**src/verilog/fetch_pkg.sv**
```systemverilog
package fetch_pkg;

  // machine word width for addresses and data alike
  localparam int XLEN = 32;

  // fixed-size instructions only without compressed encodings
  localparam int INST_W     = 32;
  localparam int INST_BYTES = 4;

  // low pc bits that are always zero for an aligned instruction
  localparam int OFF_BITS = $clog2(INST_BYTES);

  typedef logic [XLEN-1:0]   pc_t;    // instruction address
  typedef logic [INST_W-1:0] inst_t;  // raw instruction word

endpackage

```
**src/verilog/fetch_ifs.sv**
```systemverilog
`timescale 1ns/1ps

// fetch request from the pc generator to the memory side
interface fetch_req_if;
  import fetch_pkg::*;

  pc_t  pc;     // address offered for fetch
  logic valid;
  logic ready;
  logic flush;  // one-cycle pulse on trap or branch redirect

  modport gen (
    output pc,
    output valid,
    output flush,
    input  ready
  );

  modport fetch (
    input  pc,
    input  valid,
    input  flush,
    output ready
  );

endinterface

// lookup and training path between pc generator and btb
interface btb_if #(
  parameter int BTB_ENTRIES = 16
);
  import fetch_pkg::*;

  localparam int IDX_W = $clog2(BTB_ENTRIES);
  localparam int TAG_W = XLEN - IDX_W - OFF_BITS;

  pc_t  lookup_pc;
  logic hit;
  pc_t  target;
  logic upd_valid;   // resolved taken branch
  pc_t  upd_pc;      // branch source
  pc_t  upd_target;

  // entry index from the bits just above the instruction offset
  function automatic logic [IDX_W-1:0] index_of(input pc_t pc);
    return pc[OFF_BITS +: IDX_W];
  endfunction

  // remaining upper bits
  function automatic logic [TAG_W-1:0] tag_of(input pc_t pc);
    return pc[XLEN-1 -: TAG_W];
  endfunction

  modport gen (
    output lookup_pc,
    output upd_valid,
    output upd_pc,
    output upd_target,
    input  hit,
    input  target
  );

  // table side owned by the btb
  modport tbl (
    input  lookup_pc,
    input  upd_valid,
    input  upd_pc,
    input  upd_target,
    output hit,
    output target,
    import index_of,
    import tag_of
  );

endinterface

```
**src/verilog/pc_gen.sv**
```systemverilog
`timescale 1ns/1ps

module pc_gen #(
  parameter fetch_pkg::pc_t RESET_ADDR = '0
) (
  input  logic           clk,
  input  logic           rst_i,
  input  fetch_pkg::pc_t clint_pc_i,         // trap target
  input  logic           clint_pc_valid_i,
  input  fetch_pkg::pc_t branch_src_pc_i,    // pc of the resolved branch
  input  fetch_pkg::pc_t branch_pc_i,        // its taken target
  input  logic           branch_pc_valid_i,
  fetch_req_if.gen       req,
  btb_if.gen             bp
);
  import fetch_pkg::*;

  pc_t  pc_q;
  pc_t  pc_d;
  pc_t  pc_seq;
  logic valid_q;
  logic redirect;
  logic fire;

  assign redirect = clint_pc_valid_i | branch_pc_valid_i;
  assign fire     = req.valid & req.ready;
  assign pc_seq   = pc_q + pc_t'(INST_BYTES);

  // trap beats branch beats btb prediction beats pc plus 4
  always_comb begin
    if (clint_pc_valid_i) begin
      pc_d = clint_pc_i;
    end else if (branch_pc_valid_i) begin
      pc_d = branch_pc_i;
    end else if (fire) begin
      pc_d = bp.hit ? bp.target : pc_seq;
    end else begin
      pc_d = pc_q;  // stall
    end
  end

  always_ff @(posedge clk) begin
    if (rst_i) begin
      pc_q    <= RESET_ADDR;
      valid_q <= 1'b0;
    end else begin
      pc_q    <= pc_d;
      valid_q <= 1'b1;  // always requesting once out of reset
    end
  end

  assign req.pc    = pc_q;
  assign req.valid = valid_q;
  assign req.flush = redirect;

  // predict on the pc being offered
  assign bp.lookup_pc = pc_q;

  // train on every resolved taken branch
  assign bp.upd_valid  = branch_pc_valid_i;
  assign bp.upd_pc     = branch_src_pc_i;
  assign bp.upd_target = branch_pc_i;

endmodule

```
**src/verilog/btb.sv**
```systemverilog
`timescale 1ns/1ps

module btb #(
  parameter int BTB_ENTRIES = 16
) (
  input  logic clk,
  input  logic rst_i,
  btb_if.tbl   bp
);
  import fetch_pkg::*;

  localparam int IDX_W = $clog2(BTB_ENTRIES);
  localparam int TAG_W = XLEN - IDX_W - OFF_BITS;

  logic [BTB_ENTRIES-1:0] valid_q;
  logic [TAG_W-1:0]       tag_q    [BTB_ENTRIES];
  pc_t                    target_q [BTB_ENTRIES];

  logic [IDX_W-1:0] rd_idx;
  logic [TAG_W-1:0] rd_tag;
  logic [IDX_W-1:0] wr_idx;

  assign rd_idx = bp.index_of(bp.lookup_pc);
  assign rd_tag = bp.tag_of(bp.lookup_pc);
  assign wr_idx = bp.index_of(bp.upd_pc);

  // same-cycle lookup
  assign bp.hit    = valid_q[rd_idx] && (tag_q[rd_idx] == rd_tag);
  assign bp.target = target_q[rd_idx];

  always_ff @(posedge clk) begin
    if (rst_i) begin
      valid_q <= '0;
    end else if (bp.upd_valid) begin
      valid_q[wr_idx] <= 1'b1;
    end
  end

  // a new branch simply evicts whatever sat at its index
  always_ff @(posedge clk) begin
    if (bp.upd_valid) begin
      tag_q[wr_idx]    <= bp.tag_of(bp.upd_pc);
      target_q[wr_idx] <= bp.upd_target;
    end
  end

endmodule

```
**src/verilog/imem_apb_fetch.sv**
```systemverilog
`timescale 1ns/1ps

module imem_apb_fetch (
  input  logic             clk,
  input  logic             rst_i,
  fetch_req_if.fetch       req,
  // apb read master
  output fetch_pkg::pc_t   paddr_o,
  output logic             psel_o,
  output logic             penable_o,
  input  fetch_pkg::inst_t prdata_i,
  input  logic             pready_i,
  input  logic             pslverr_i,
  // toward decode
  output logic             inst_valid_o,
  output fetch_pkg::pc_t   inst_pc_o,
  output fetch_pkg::inst_t inst_o,
  output logic             inst_fault_o,
  input  logic             inst_ready_i
);
  import fetch_pkg::*;

  typedef enum logic [1:0] {
    IDLE,
    SETUP,
    ACCESS
  } apb_state_e;

  apb_state_e state_q;
  pc_t        addr_q;
  logic       stale_q;  // bus result belongs to a flushed path

  logic  out_valid_q;
  pc_t   out_pc_q;
  inst_t out_inst_q;
  logic  out_fault_q;

  logic fire;
  logic done;

  // no new request while flushing since the offered pc is the old path
  assign req.ready = (state_q == IDLE)
                   & (~out_valid_q | inst_ready_i)
                   & ~req.flush;
  assign fire = req.valid & req.ready;

  // completed read that is still wanted
  assign done = (state_q == ACCESS) & pready_i & ~stale_q & ~req.flush;

  always_ff @(posedge clk) begin
    if (rst_i) begin
      state_q <= IDLE;
      stale_q <= 1'b0;
    end else begin
      case (state_q)
        IDLE: begin
          if (fire) begin
            state_q <= SETUP;
          end
        end
        SETUP: begin
          state_q <= ACCESS;
        end
        ACCESS: begin
          if (pready_i) begin
            state_q <= IDLE;
          end
        end
        default: begin
          state_q <= IDLE;
        end
      endcase

      if (fire) begin
        stale_q <= 1'b0;
      end else if (req.flush && state_q != IDLE) begin
        stale_q <= 1'b1;  // cannot abort so let it finish and drop it
      end
    end
  end

  always_ff @(posedge clk) begin
    if (fire) begin
      addr_q <= req.pc;  // held through setup and access
    end
  end

  // output register
  always_ff @(posedge clk) begin
    if (rst_i) begin
      out_valid_q <= 1'b0;
    end else if (req.flush) begin
      out_valid_q <= 1'b0;
    end else if (done) begin
      out_valid_q <= 1'b1;
    end else if (inst_ready_i) begin
      out_valid_q <= 1'b0;
    end
  end

  always_ff @(posedge clk) begin
    if (done) begin
      out_pc_q    <= addr_q;
      out_inst_q  <= prdata_i;
      out_fault_q <= pslverr_i;  // bus error becomes fetch fault
    end
  end

  assign paddr_o   = addr_q;
  assign psel_o    = (state_q != IDLE);
  assign penable_o = (state_q == ACCESS);

  assign inst_valid_o = out_valid_q;
  assign inst_pc_o    = out_pc_q;
  assign inst_o       = out_inst_q;
  assign inst_fault_o = out_fault_q;

endmodule

```
**src/verilog/rv_fetch_top.sv**
```systemverilog
`timescale 1ns/1ps

module rv_fetch_top #(
  parameter fetch_pkg::pc_t RESET_ADDR  = 32'h8000_0000,
  parameter int             BTB_ENTRIES = 16
) (
  input  logic             clk,
  input  logic             rst_i,
  // redirects
  input  fetch_pkg::pc_t   clint_pc_i,
  input  logic             clint_pc_valid_i,
  input  fetch_pkg::pc_t   branch_src_pc_i,
  input  fetch_pkg::pc_t   branch_pc_i,
  input  logic             branch_pc_valid_i,
  // instruction memory, apb
  output fetch_pkg::pc_t   paddr_o,
  output logic             psel_o,
  output logic             penable_o,
  input  fetch_pkg::inst_t prdata_i,
  input  logic             pready_i,
  input  logic             pslverr_i,
  // decode
  output logic             inst_valid_o,
  output fetch_pkg::pc_t   inst_pc_o,
  output fetch_pkg::inst_t inst_o,
  output logic             inst_fault_o,
  input  logic             inst_ready_i
);
  import fetch_pkg::*;

  fetch_req_if req_if ();
  btb_if #(.BTB_ENTRIES(BTB_ENTRIES)) bp_if ();

  pc_gen #(
    .RESET_ADDR (RESET_ADDR)
  ) u_pc_gen (
    .clk               (clk),
    .rst_i             (rst_i),
    .clint_pc_i        (clint_pc_i),
    .clint_pc_valid_i  (clint_pc_valid_i),
    .branch_src_pc_i   (branch_src_pc_i),
    .branch_pc_i       (branch_pc_i),
    .branch_pc_valid_i (branch_pc_valid_i),
    .req               (req_if.gen),
    .bp                (bp_if.gen)
  );

  btb #(
    .BTB_ENTRIES (BTB_ENTRIES)
  ) u_btb (
    .clk   (clk),
    .rst_i (rst_i),
    .bp    (bp_if.tbl)
  );

  imem_apb_fetch u_imem_apb_fetch (
    .clk          (clk),
    .rst_i        (rst_i),
    .req          (req_if.fetch),
    .paddr_o      (paddr_o),
    .psel_o       (psel_o),
    .penable_o    (penable_o),
    .prdata_i     (prdata_i),
    .pready_i     (pready_i),
    .pslverr_i    (pslverr_i),
    .inst_valid_o (inst_valid_o),
    .inst_pc_o    (inst_pc_o),
    .inst_o       (inst_o),
    .inst_fault_o (inst_fault_o),
    .inst_ready_i (inst_ready_i)
  );

endmodule

```
**config.mk**
```make
export PLATFORM = sky130hd
export DESIGN_NAME = rv_fetch_top
export DESIGN_NICKNAME = d
export VERILOG_FILES = /design/src/verilog/fetch_pkg.sv /design/src/verilog/fetch_ifs.sv /design/src/verilog/pc_gen.sv /design/src/verilog/btb.sv /design/src/verilog/imem_apb_fetch.sv /design/src/verilog/rv_fetch_top.sv
export SDC_FILE = /design/constraint.sdc
export NUM_CORES = 1
export LEC_CHECK = 0
export ABC_CLOCK_PERIOD_IN_PS = 6800
export BUFFER_PORTS_ARGS = -buffer_cell sky130_fd_sc_hd__buf_4
export CAP_MARGIN = 20
export CELL_PAD_IN_SITES_DETAIL_PLACEMENT = 1
export CELL_PAD_IN_SITES_GLOBAL_PLACEMENT = 1
export CORE_MARGIN = 2
export CORE_UTILIZATION = 39
export DETAILED_ROUTE_END_ITERATION = 12
export PLACE_DENSITY_LB_ADDON = 0.1
export SETUP_SLACK_MARGIN = 0.4
export SLEW_MARGIN = 25
export SYNTH_ARGS = -nofsm -noshare
export SYNTH_HDL_FRONTEND = slang
export SYNTH_HIERARCHICAL = 1
export SYNTH_SLANG_ARGS = --single-unit
```
**constraint.sdc**
```tcl
create_clock -name clk -period 6.8 [get_ports clk]
set_input_delay 2.04 -clock clk [delete_from_list [all_inputs] [get_ports clk]]
set_output_delay 2.04 -clock clk [all_outputs]
set_load 0.02 [all_outputs]
```
== Word level (Yosys, flattened, before mapping) ==
Memories as Yosys holds them, arrays and structs flattened. A register that Yosys moved wholly into a read port is not among the register bits.
Cells that the tools add are included.

* Memories: 2
* Word-level logic and storage cells: 63
* Register bits after elaboration: 150
* Bits in writable memories: 928

{| class="wikitable"
|+ Memories
! name !! words !! bits a word !! read ports !! clocked after Yosys merged registers in !! write ports !! RTL line !! text
|-
| u_btb.target_q || 16 || 32 || 1 || 1 || 1 || btb.sv:17 || <nowiki>pc_t target_q [BTB_ENTRIES];</nowiki>
|-
| u_btb.tag_q || 16 || 26 || 1 || 1 || 1 || btb.sv:16 || <nowiki>logic [TAG_W-1:0] tag_q [BTB_ENTRIES];</nowiki>
|}

* Reductions and logical operators: 10
* $lt $le $gt $ge: 3
* $add $sub $neg: 1
* Bitwise operators: 12
* Mux-type cells: 20
* Equal/unequal tests: 5

{| class="wikitable"
|+ Operators with widths
! cell !! count
|-
| two-way mux 32 bit || 4
|-
| adder 32 x 3 -> 32 bit (second input constant) || 1
|-
| equality test 26 bit || 1
|-
| two-way mux 4 bit || 4
|-
| bitwise OR 16 bit || 1
|-
| less-than comparator 4 x 5 -> 1 bit (second input constant) || 2
|-
| two-way mux 1 bit || 7
|-
| bitwise AND 1 bit || 6
|-
| case mux 2 bit (3 select lines) || 1
|-
| binary-select mux 1 bit (select 4 bit) || 1
|-
| demux 1 bit (select 4 bit) || 1
|-
| greater-or-equal comparator 4 x 1 -> 1 bit (second input constant) || 1
|-
| two-way mux 2 bit || 2
|-
| inequality test 2 x 1 -> 1 bit (second input constant) || 2
|-
| nonzero test 2 bit || 2
|-
| OR reduction 2 bit || 2
|-
| logical AND 1 bit || 3
|-
| NOT 1 bit || 3
|-
| nonzero test 3 bit || 1
|-
| equality test 2 x 1 -> 1 bit (second input constant) || 1
|-
| equality test 2 bit (second input constant) || 1
|-
| logical NOT 2 bit || 1
|-
| bitwise OR 1 bit || 2
|-
| AND reduction 2 bit || 1
|}

== Depth between registers and ports, before layout ==
Gate-level depths: netlist (run 1).

* Depth in word-level cells: 10
* Gate-level depth with buffers: 19
* Depth with buffers taken out: 12

== Modules after synthesis ==
Netlist (run 1), hierarchy kept.

{| class="wikitable"
|+ Modules (own cells, without submodules)
! module !! instances !! area each (um^2) !! seq. area each (um^2) !! cells an instance
|-
| btb || 1 || 36,232.2 || 28,187.0 || 1,545
|-
| pc_gen || 1 || 3,417.0 || 660.6 || 461
|-
| imem_apb_fetch || 1 || 3,120.5 || 2,992.9 || 118
|}

== Least setup slack after synthesis (run 1) ==
OpenSTA, ideal clock, no wires.

* Kind: input to register
* From: input branch_src_pc_i[3]
* To: memory u_btb/tag_q[0][0] (netlist name) (enable)
* Data required time: 6,252 ps
* Stages on the path: 3
* Path slack: -421 ps
* Arrival: 6,674 ps
* Buffers on the path: 1
* Cell sequence: buf_4 -> or3b_2 -> nor3_1

{| class="wikitable"
|+ RTL lines
! what !! RTL line !! text
|-
| from (decl) || rv_fetch_top.sv:12 || <nowiki>input fetch_pkg::pc_t branch_src_pc_i,</nowiki>
|-
| to (decl) || btb.sv:16 ||
|}

No word-level cell before the write port.

== Worst setup path after layout (run 1) ==
* From: register u_pc_gen.pc_q[2], in the netlist u_pc_gen/bp.lookup_pc[2]
* To: register u_pc_gen.pc_q[30], in the netlist u_pc_gen/bp.lookup_pc[30]

* Cells in the longest elaborated chain, start to end: 7
* Elaborated cells between the ends (all ways): 8
* Classes of those cells: add/sub: 1; mux: 6; reduce/logical: 1

{| class="wikitable"
|+ RTL lines
! what !! RTL line !! text
|-
| from (decl) || pc_gen.sv:18 || <nowiki>pc_t pc_q;</nowiki>
|-
| from (signal assigned) || pc_gen.sv:47 || <nowiki>pc_q <= pc_d;</nowiki>
|-
| binary-select mux 1 bit (select 4 bit) || btb.sv:28 || <nowiki>assign bp.hit = valid_q[rd_idx] && (tag_q[rd_idx] == rd_tag);</nowiki>
|-
| two-way mux 1 bit (implied by the code) || btb.sv:28 ||
|-
| logical AND 1 bit || btb.sv:28 ||
|-
| named net bp_if.hit || fetch_ifs.sv:38 || <nowiki>logic hit;</nowiki>
|-
| two-way mux 32 bit || pc_gen.sv:36 || <nowiki>pc_d = bp.hit ? bp.target : pc_seq;</nowiki>
|-
| two-way mux 32 bit || pc_gen.sv:35 || <nowiki>end else if (fire) begin</nowiki>
|-
| two-way mux 32 bit || pc_gen.sv:33 || <nowiki>end else if (branch_pc_valid_i) begin</nowiki>
|-
| two-way mux 32 bit || pc_gen.sv:31 || <nowiki>if (clint_pc_valid_i) begin</nowiki>
|}

The timed path passes the listed nets, and every way through them passes these cells. The select of a mux whose other input is x is not followed.
A chain may end at the register's enable or synchronous reset.

==> results of run 1 <==
[registers in the layout (all words and copies together) (netlist names)]
name and flops:
u_btb/tag_q 416, u_btb/target_q 512, u_btb/valid_q 16, u_imem_apb_fetch/inst_fault_o 1, u_imem_apb_fetch/inst_o 32, u_imem_apb_fetch/inst_pc_o 32
u_imem_apb_fetch/inst_valid_o 1, u_imem_apb_fetch/paddr_o 32, u_imem_apb_fetch/stale_q 1, u_imem_apb_fetch/state_q 2, u_pc_gen/bp.lookup_pc 32, u_pc_gen/req.valid 1
[layout make-up]
type,instances,area (µm²),area share (%)
clock buffer,158,3150,6.34
inverter,28,106,0.214
antenna,1,2.50,0.00503
clock inverter,54,537,1.08
sequential,1078,31900,64.1
tap,1414,1770,3.56
multi-input combinational,823,9720,19.6
timing repair buffer,303,2560,5.16
[power by group]
group          internal, W  switching (W)
Sequential         0.00741       0.000106
Clock              0.00363        0.00254
Combinational     0.000488       0.000626
Total               0.0115        0.00327
[per-stage QoR]
step | cells | area [µm²] | worst slack, ns | power [W] | setup TNS [ns]
floorplan | 2122 | 42800 | -0.124 | 0.00836 | -15.50
global placement | 3642 | 45900 | 1.17 | 0.00876 | 0
detailed placement | 3646 | 46000 | 1.40 | 0.00879 | 0
CTS | 3858 | 49700 | 1.68 | 0.0150 | 0
global route | 3859 | 49700 | 1.39 | 0.0153 | 0
finish | 3859 | 49700 | 1.77 | 0.0148 | 0
[worst min-delay path by stage]
stage	startpoint	to	slack (ns)
3_5_place_dp	u_pc_gen/bp.lookup_pc[0]$_SDFFE_PP0P_	u_imem_apb_fetch/paddr_o[0]$_DFFE_PP_	0.43
4_1_cts	u_pc_gen/bp.lookup_pc[0]$_SDFFE_PP0P_	u_imem_apb_fetch/paddr_o[0]$_DFFE_PP_	0.44
5_1_grt	u_pc_gen/bp.lookup_pc[0]$_SDFFE_PP0P_	u_imem_apb_fetch/paddr_o[0]$_DFFE_PP_	0.46
6_report	u_pc_gen/bp.lookup_pc[0]$_SDFFE_PP0P_	u_imem_apb_fetch/paddr_o[0]$_DFFE_PP_	0.44
2_1_floorplan	u_btb/valid_q[14]$_SDFFE_PP0P_	u_btb/valid_q[14]$_SDFFE_PP0P_	0.43
3_3_place_gp	u_pc_gen/bp.lookup_pc[0]$_SDFFE_PP0P_	u_imem_apb_fetch/paddr_o[0]$_DFFE_PP_	0.43
[per-layer routing]
layer / share of wire, % / wire length [µm] / global-route usage [%] / vias up
li1: - / - / - / 9161
met1: 45 / 55000 / 32.0 / 12112
met2: 47 / 56800 / 34.0 / 765
met3: 6.2 / 7530 / 3.81 / 145
met4: 1.8 / 2140 / 5.04 / 10
met5: 0.056 / 68 / 0 / -
[worst max-delay path: stages (launching register included)]
cell and delay [ns]:
dfxtp_4 0.83, buf_12 0.32, buf_4 0.68, mux4_2 0.59, a211oi_1 0.26, a21oi_1 0.11, nand4_1 0.12, nor3_1 0.05
and4_2 0.34, buf_4 0.31, nor2_1 0.45, nand3_1 0.14, or4_1 0.44, a31oi_1 0.17
==> flow_metrics.py, run 1 <==
metrics = {
    "sta": {
        "fmax_ghz": 0.199,
        "finalCritPeriodShare_pct": 74.0,
        "tightest_slew_ns": 1.04,
        "worst_hold_slack_ns": 0.439,
        "slew_viol_final": 0,
        "finalSetupViolations": 0,
        "fin_crit_ns": 5.03,
        "rsz0062_at_grt": "no",
        "final.setup_skew_ns": 0.0329,
        "relSlewSlack_pct": 30.7,
        "final_hold_viol_count": 0,
    },
    "die": {
        "start_util_pct": 39.3,
        "dieArea_mm2": 0.112,
        "rows": 121,
        "chipWidth_um": 335,
        "die_h_um": 335,
        "ioPinCount": 235,
        "coreArea_mm2": 0.109,
    },
    "global_route": {
        "grt-ovfl-total": 0,
        "grt_usage_pct": 21.8,
        "grt_pass1_vias": 23239,
        "antenna_found_initial": 10,
        "grt_pass1_wl_mm": 173,
        "grt_max_degree": 104,
    },
    "critical_path": {
        "cp-startpoint": "u_pc_gen/bp.lookup_pc[2]$_SDFFE_PP0P_",
        "r2r_end": "u_pc_gen/bp.lookup_pc[30]$_SDFFE_PP0P_",
        "critical_path.max_fanout": 39,
        "reg2regPathDepth": 13,
        "cp-start-kind": "flip-flop",
        "worstPathArrival_ns": 5.66,
        "critPathCapture": "u_pc_gen/bp.lookup_pc[30]$_SDFFE_PP0P_",
        "rrSetupSlack_ns": 1.77,
        "required_ns": 7.43,
        "end_kind": "flip-flop",
        "critical_path_class": "flip-flop to flip-flop",
        "r2r_start": "u_pc_gen/bp.lookup_pc[2]$_SDFFE_PP0P_",
    },
    "logic_synthesis": {
        "yosys_warnings": 6,
        "netlist_area_mm2": 0.0428,
        "synth_nets": 2258,
        "syn_inst": 2122,
        "avgSynthCellArea_um2": 20.1,
    },
    "routing": {
        "wl_per_cell_um": 31.5,
        "ant_nets": 0,
        "vias_per_cell": 5.75,
        "firstDrtPassIters": 5,
        "vias": 22193,
        "drt-initial-drc-count": 2018,
        "drt-total-wl_mm": 122,
        "drc": 0,
    },
    "cells_and_area": {
        "fill_cells": 9985,
        "fin_nets": 2485,
        "syn_to_final_growth_pct": 16.2,
        "final_cell_mix": "1025 x edfxtp_1, 280 x buf_4, 263 x mux4_2",
        "drive_gt1_share_pct": 31.6,
        "final_common_cell": "edfxtp_1",
        "fin_util_pct": 45.7,
    },
    "power_and_ir_drop": {
        "leakage_nw": 15.9,
        "power.density_mw_per_mm2": 298,
        "ir_drop_v": 0.000182,
    },
    "clock_network": {
        "clock_path_buffers": 3,
        "root_buffer": "clkbuf_16",
        "cts_tree": "yes",
        "numCtsBuffers": 115,
        "clock_sinks": 1078,
        "post_cts_resized": 0,
        "postCtsHoldBufs": 0,
        "h-tree-depth": 3,
        "clock_latency_ns": 0.70,
        "post_cts_buffers": 0,
        "clk_pin_slew_ns": 0.06,
    },
    "worst_hold_path": {
        "hold_class": "flip-flop to flip-flop",
        "min_path_cells": 0,
    },
    "place": {
        "io_buffer_count": 232,
        "gp_congestion": 0.807,
        "dp_hpwl_mm": 71.9,
    },
    "flow_run": {
        "maxCapViolCount": 0,
    },
    "run_status": {
        "status": "finished, final reports clean",
    },
}
Power figures use the tool's default switching activity.
==> run 2: changes to the inputs <==
Settings changed: ABC_CLOCK_PERIOD_IN_PS 6800 to 4150.
Clock period 6.8 ns to 4.15 ns, I/O delays scaled along.
==> flow_metrics.py, run 2 (synthesis gave the netlist of run 1 again) <==
metrics = {
    "clock_network": {
        "cts_tree": "yes",
        "root_buffer": "clkbuf_16",
        "h-tree-depth": 3,
        "clock_sinks": 1078,
        "numCtsBuffers": 115,
        "clock_path_buffers": 3,
        "clock_latency_ns": 0.72,
        "clk_pin_slew_ns": 0.06,
    },
    "sta": {
        "finalCritPeriodShare_pct": 92.8,
        "setup_tns_ns": 0,
        "rsz0062_at_grt": "yes",
        "relSlewSlack_pct": 47.6,
        "finalSetupViolations": 0,
        "fmax_ghz": 0.260,
        "tightest_slew_ns": 0.786,
        "final.setup_skew_ns": 0.0367,
        "final_hold_viol_count": 0,
        "slew_viol_final": 0,
        "setup_ws_ns": 0.298,
        "fin_crit_ns": 3.85,
    },
    "global_route": {
        "grt-ovfl-total": 0,
        "grt_pass1_vias": 24013,
        "met2_usage_pct": 35.1,
        "grtUsageMet3_pct": 4.22,
        "grt_usage_pct": 22.0,
        "grt_pass1_wl_mm": 175,
        "gr-usage-met1_pct": 31.2,
        "antenna_found_initial": 11,
        "grt_max_degree": 104,
        "busiest_layer": "met2",
    },
    "worst_hold_path": {
        "hold_class": "flip-flop to flip-flop",
        "min_from": "u_imem_apb_fetch/paddr_o[9]$_DFFE_PP_",
    },
    "cells_and_area": {
        "syn_to_final_growth_pct": 19.7,
        "fin_nets": 2576,
        "multi_input_area_mm2": 0.0101,
        "drive_gt1_share_pct": 36.0,
        "regArea_mm2": 0.0319,
        "fin_cells": 3954,
        "fin_util_pct": 47.0,
        "largest_reg_flops": 512,
        "final_cell_mix": "1025 x edfxtp_1, 329 x buf_4, 263 x mux4_2",
        "final_common_cell": "edfxtp_1",
        "regMostFlops": "u_btb/target_q",
        "reg_top3": "u_btb/target_q x512, u_btb/tag_q x416",
        "fill_cells": 9914,
    },
    "die": {
        "chipWidth_um": 335,
        "dieArea_mm2": 0.112,
        "ioPinCount": 235,
        "start_util_pct": 39.3,
        "coreArea_mm2": 0.109,
        "die_h_um": 335,
        "rows": 121,
    },
    "routing": {
        "drt-initial-drc-count": 2140,
        "vias": 22456,
        "ant_nets": 0,
        "drc": 0,
        "firstDrtPassIters": 5,
        "wl_per_cell_um": 31.3,
        "drt-total-wl_mm": 124,
        "vias_per_cell": 5.68,
    },
    "critical_path": {
        "end_kind": "flip-flop",
        "cp-start-kind": "flip-flop",
        "worstPathArrival_ns": 4.48,
        "r2r_start": "u_pc_gen/bp.lookup_pc[2]$_SDFFE_PP0P_",
        "critical_path.max_fanout": 8,
        "critical_path_class": "flip-flop to flip-flop",
        "cp-startpoint": "u_pc_gen/bp.lookup_pc[2]$_SDFFE_PP0P_",
        "required_ns": 4.78,
    },
    "power_and_ir_drop": {
        "power.density_mw_per_mm2": 479,
        "leakage_nw": 16.5,
        "ir_drop_v": 0.000366,
        "power_w": 0.0245,
    },
    "place": {
        "io_buffer_count": 232,
        "dp_hpwl_mm": 74.5,
        "place_ws_ns": 0.0313,
        "place_inst": 3706,
        "gp_congestion": 0.863,
    },
    "flow_run": {
        "maxCapViolCount": 0,
    },
    "run_status": {
        "status": "finished, final reports clean",
    },
}
-- run 2: changes by cell type in the layout (fill, tap and decap cells not counted), sizes merged --
cell / before / now
clkinvlp: 1 / 7
inv: 29 / 30
clkbuf: 158 / 142
buf: 303 / 392
bufinv: 11 / 12
clkinv: 41 / 55
-- run 2: cell type report --
class,count,share of cell area (%)
Antenna cell,1,0.00489
Clock buffer,140,5.83
Clock inverter,76,1.46
Inverter,28,0.213
Multi-Input combinational cell,823,19.7
Sequential cell,1078,62.2
Tap cell,1414,3.46
Timing Repair Buffer,394,7.11
-- run 2: critical path: stages (launching register included) --
cell and delay [ns]:
dfxtp_4 0.44, buf_12 0.14, buf_16 0.13, buf_6 0.16, mux4_2 0.56, o22ai_2 0.22
a221oi_1 0.10, a21boi_1 0.19, a2bb2oi_1 0.25, a221oi_2 0.07, and4_4 0.25, buf_12 0.14
buf_8 0.12, or3_1 0.34, mux2_4 0.28, a31oi_4 0.15, o221a_4 0.24
-- run 2: per-stage QoR --
step	hold slack [ns]	instance area (µm²)
6_report	0.461	51200
3_3_place_gp	0.441	46600
3_5_place_dp	0.441	46600
2_1_floorplan	0.435	42800
4_1_cts	0.462	50800
5_1_grt	0.475	51200
-- run 2: power breakdown --
part | internal [W] | leakage [nW] | switching, W | total [W]
Clock | 0.00586 | 1.81 | 0.00427 | 0.0101
Combinational | 0.000950 | 5.04 | 0.00115 | 0.00210
Sequential | 0.0121 | 9.70 | 0.000146 | 0.0123
Total | 0.0190 | 16.5 | 0.00556 | 0.0245
-- run 2: path summary, 6_finish.rpt --
path                                                           endpoint  slack [ns]  cells after the start
worst max-delay path             u_pc_gen/bp.lookup_pc[14]$_SDFFE_PP0P_        0.30                     16
worst min-delay path            u_imem_apb_fetch/inst_pc_o[9]$_DFFE_PP_        0.46                      0
worst max register to register   u_pc_gen/bp.lookup_pc[14]$_SDFFE_PP0P_        0.30                     16
worst min register to register  u_imem_apb_fetch/inst_pc_o[9]$_DFFE_PP_        0.46                      0
-- run 2: timing repair --
action	CTS	global route
setup endpoints to repair	28	31
setup buffers	18	9
hold buffers	0	0
hold endpoints to repair	0	0
cloned	3	1
resized for setup	45	49
pin swaps	20	32
-- run 2: routing by layer --
layer / up-vias / part of all wire, %
li1: 9351 / -
met1: 12170 / 44
met2: 748 / 47
met3: 175 / 6.2
met4: 12 / 2.1
met5: - / 0.061
==> run 3: changes to the inputs <==
Settings changed: BUFFER_PORTS_ARGS -buffer_cell sky130_fd_sc_hd__buf_4 to -buffer_cell sky130_fd_sc_hd__buf_2, SETUP_SLACK_MARGIN 0.4 to 0.02.
==> flow_metrics.py, run 3 (synthesis gave the netlist of run 1 again) <==
metrics = {
    "die": {
        "coreArea_mm2": 0.109,
        "dieArea_mm2": 0.112,
        "chipWidth_um": 335,
        "rows": 121,
        "die_h_um": 335,
        "ioPinCount": 235,
        "start_util_pct": 39.3,
    },
    "cells_and_area": {
        "fill_cells": 10011,
        "reg_top3": "u_btb/target_q x512, u_btb/tag_q x416",
        "syn_to_final_growth_pct": 16.2,
        "drive_gt1_share_pct": 33.2,
        "final_common_cell": "edfxtp_1",
        "fin_cells": 3918,
        "regMostFlops": "u_btb/target_q",
        "final_cell_mix": "1025 x edfxtp_1, 263 x mux4_2, 232 x buf_2",
        "fin_nets": 2544,
        "largest_reg_flops": 512,
    },
    "routing": {
        "wl_per_cell_um": 31.2,
        "ant_nets": 0,
        "vias_per_cell": 5.64,
        "vias": 22095,
        "drt-total-wl_mm": 122,
        "drt-initial-drc-count": 1973,
        "drc": 0,
        "firstDrtPassIters": 5,
    },
    "critical_path": {
        "critical_path_class": "flip-flop to flip-flop",
        "end_kind": "flip-flop",
        "crit_path_top_delay_cell": "mux4_2",
        "cp-start-kind": "flip-flop",
        "worstPathCellList": "buf_12 -> buf_12 -> buf_4 -> mux4_2 -> o22ai_1 -> a221oi_1 -> a21boi_1 -> a2bb2oi_1 -> a221oi_1 -> and4_2 -> buf_4 -> nor2_1 -> nand3_1 -> or4_1 -> a31oi_1",
        "rrSetupSlack_ns": 0.18,
        "critical_path.max_fanout": 18,
        "worstPathArrival_ns": 4.58,
        "cp_num_buf_inv": 4,
        "crit_family": "simple AND/OR/NAND/NOR gates",
        "slowest_delay_ns": 0.51,
        "required_ns": 4.76,
    },
    "place": {
        "gp_congestion": 0.847,
        "place_ws_ns": 0.0233,
        "dp_hpwl_mm": 74.6,
        "place_inst": 3701,
        "io_buffer_count": 232,
    },
    "sta": {
        "finalCritPeriodShare_pct": 95.7,
        "slew_viol_final": 0,
        "tightest_slew_ns": 0.785,
        "fmax_ghz": 0.252,
        "worst_hold_slack_ns": 0.449,
        "fin_crit_ns": 3.97,
        "setup_ws_ns": 0.178,
        "finalSetupViolations": 0,
        "final_hold_viol_count": 0,
        "rsz0062_at_grt": "yes",
        "relSlewSlack_pct": 47.6,
        "final.setup_skew_ns": 0.0277,
    },
    "clock_network": {
        "clk_pin_slew_ns": 0.06,
        "clock_path_buffers": 3,
        "clock_sinks": 1078,
        "clock_latency_ns": 0.70,
        "h-tree-depth": 3,
        "root_buffer": "clkbuf_16",
        "numCtsBuffers": 115,
        "cts_tree": "yes",
    },
    "global_route": {
        "grt_pass1_vias": 23568,
        "grt_pass1_wl_mm": 173,
        "antenna_found_initial": 13,
        "grt_max_degree": 112,
        "grt-ovfl-total": 0,
        "grt_usage_pct": 21.9,
    },
    "run_status": {
        "status": "finished, final reports clean",
    },
    "power_and_ir_drop": {
        "power.density_mw_per_mm2": 482,
        "ir_drop_v": 0.000321,
        "leakage_nw": 16.0,
    },
    "flow_run": {
        "maxCapViolCount": 0,
    },
    "worst_hold_path": {
        "hold_class": "flip-flop to flip-flop",
    },
}
## run 3: cell count changes in the layout (fill, tap and decap cells not counted), moves of 4 or more
cell        delta
clkinvlp_4     -5
clkinv_2       +4
buf_6         -17
nor3_1         +4
buf_2        +232
nand3_1        +4
buf_4        -240
clkbuf_1       +7
nand3_2        -4
a221oi_1       +4
bufinv_16      -5
mux2i_1        +4
## run 3: worst paths after layout
path,endpoint,start,depth (start not counted)
hold / removal,u_imem_apb_fetch/inst_pc_o[27]$_DFFE_PP_,u_imem_apb_fetch/paddr_o[27]$_DFFE_PP_,0
hold reg to reg,u_imem_apb_fetch/inst_pc_o[27]$_DFFE_PP_,u_imem_apb_fetch/paddr_o[27]$_DFFE_PP_,0
setup / recovery,u_pc_gen/bp.lookup_pc[30]$_SDFFE_PP0P_,u_pc_gen/bp.lookup_pc[2]$_SDFFE_PP0P_,15
setup reg to reg,u_pc_gen/bp.lookup_pc[30]$_SDFFE_PP0P_,u_pc_gen/bp.lookup_pc[2]$_SDFFE_PP0P_,15
## run 3: through the flow
stage               util [%]  total power, W  instance area (µm²)  setup TNS (ns)
detailed placement      42.3          0.0145                46000               0
floorplan                  -          0.0137                42800         -304.73
finish                  45.6          0.0240                49700               0
global placement        42.3          0.0144                46000               0
global route            45.6          0.0247                49700               0
CTS                     45.6          0.0242                49600               0
## run 3: repair_timing
action / 4_1_cts / 5_1_grt
cloned: 0 / 1
pin swaps: 0 / 1
hold buffers: 0 / 0
buffers inserted: 0 / 3
endpoints found under the setup margin: 1 / 21
gates resized for setup: 1 / 8
## run 3: area by class of cell
| class | count | area [µm²] | area share [%] |
|---|---|---|---|
| Sequential cell | 1078 | 31900 | 64.1 |
| Multi-Input combinational cell | 823 | 9750 | 19.6 |
| Clock inverter | 64 | 510 | 1.03 |
| Inverter | 28 | 109 | 0.219 |
| Antenna cell | 1 | 2.50 | 0.00504 |
| Clock buffer | 148 | 3030 | 6.10 |
| Timing Repair Buffer | 362 | 2650 | 5.34 |
| Tap cell | 1414 | 1770 | 3.56 |
## run 3: metal layers
layer | global-route usage (%) | vias up | share of wire, % | wire, µm
li1 | - | 9291 | - | -
met1 | 31.0 | 11903 | 44 | 54100
met2 | 35.1 | 734 | 48 | 58300
met3 | 4.00 | 157 | 6.2 | 7610
met4 | 5.32 | 10 | 1.8 | 2260
met5 | 0 | - | 0.052 | 64
## run 3: where the power goes
part | switching, W | internal, W | total, W | leakage, nW
registers | 0.000148 | 0.0121 | 0.0123 | 9.70
clock network | 0.00419 | 0.00556 | 0.00975 | 1.74
logic | 0.00109 | 0.000832 | 0.00192 | 4.52
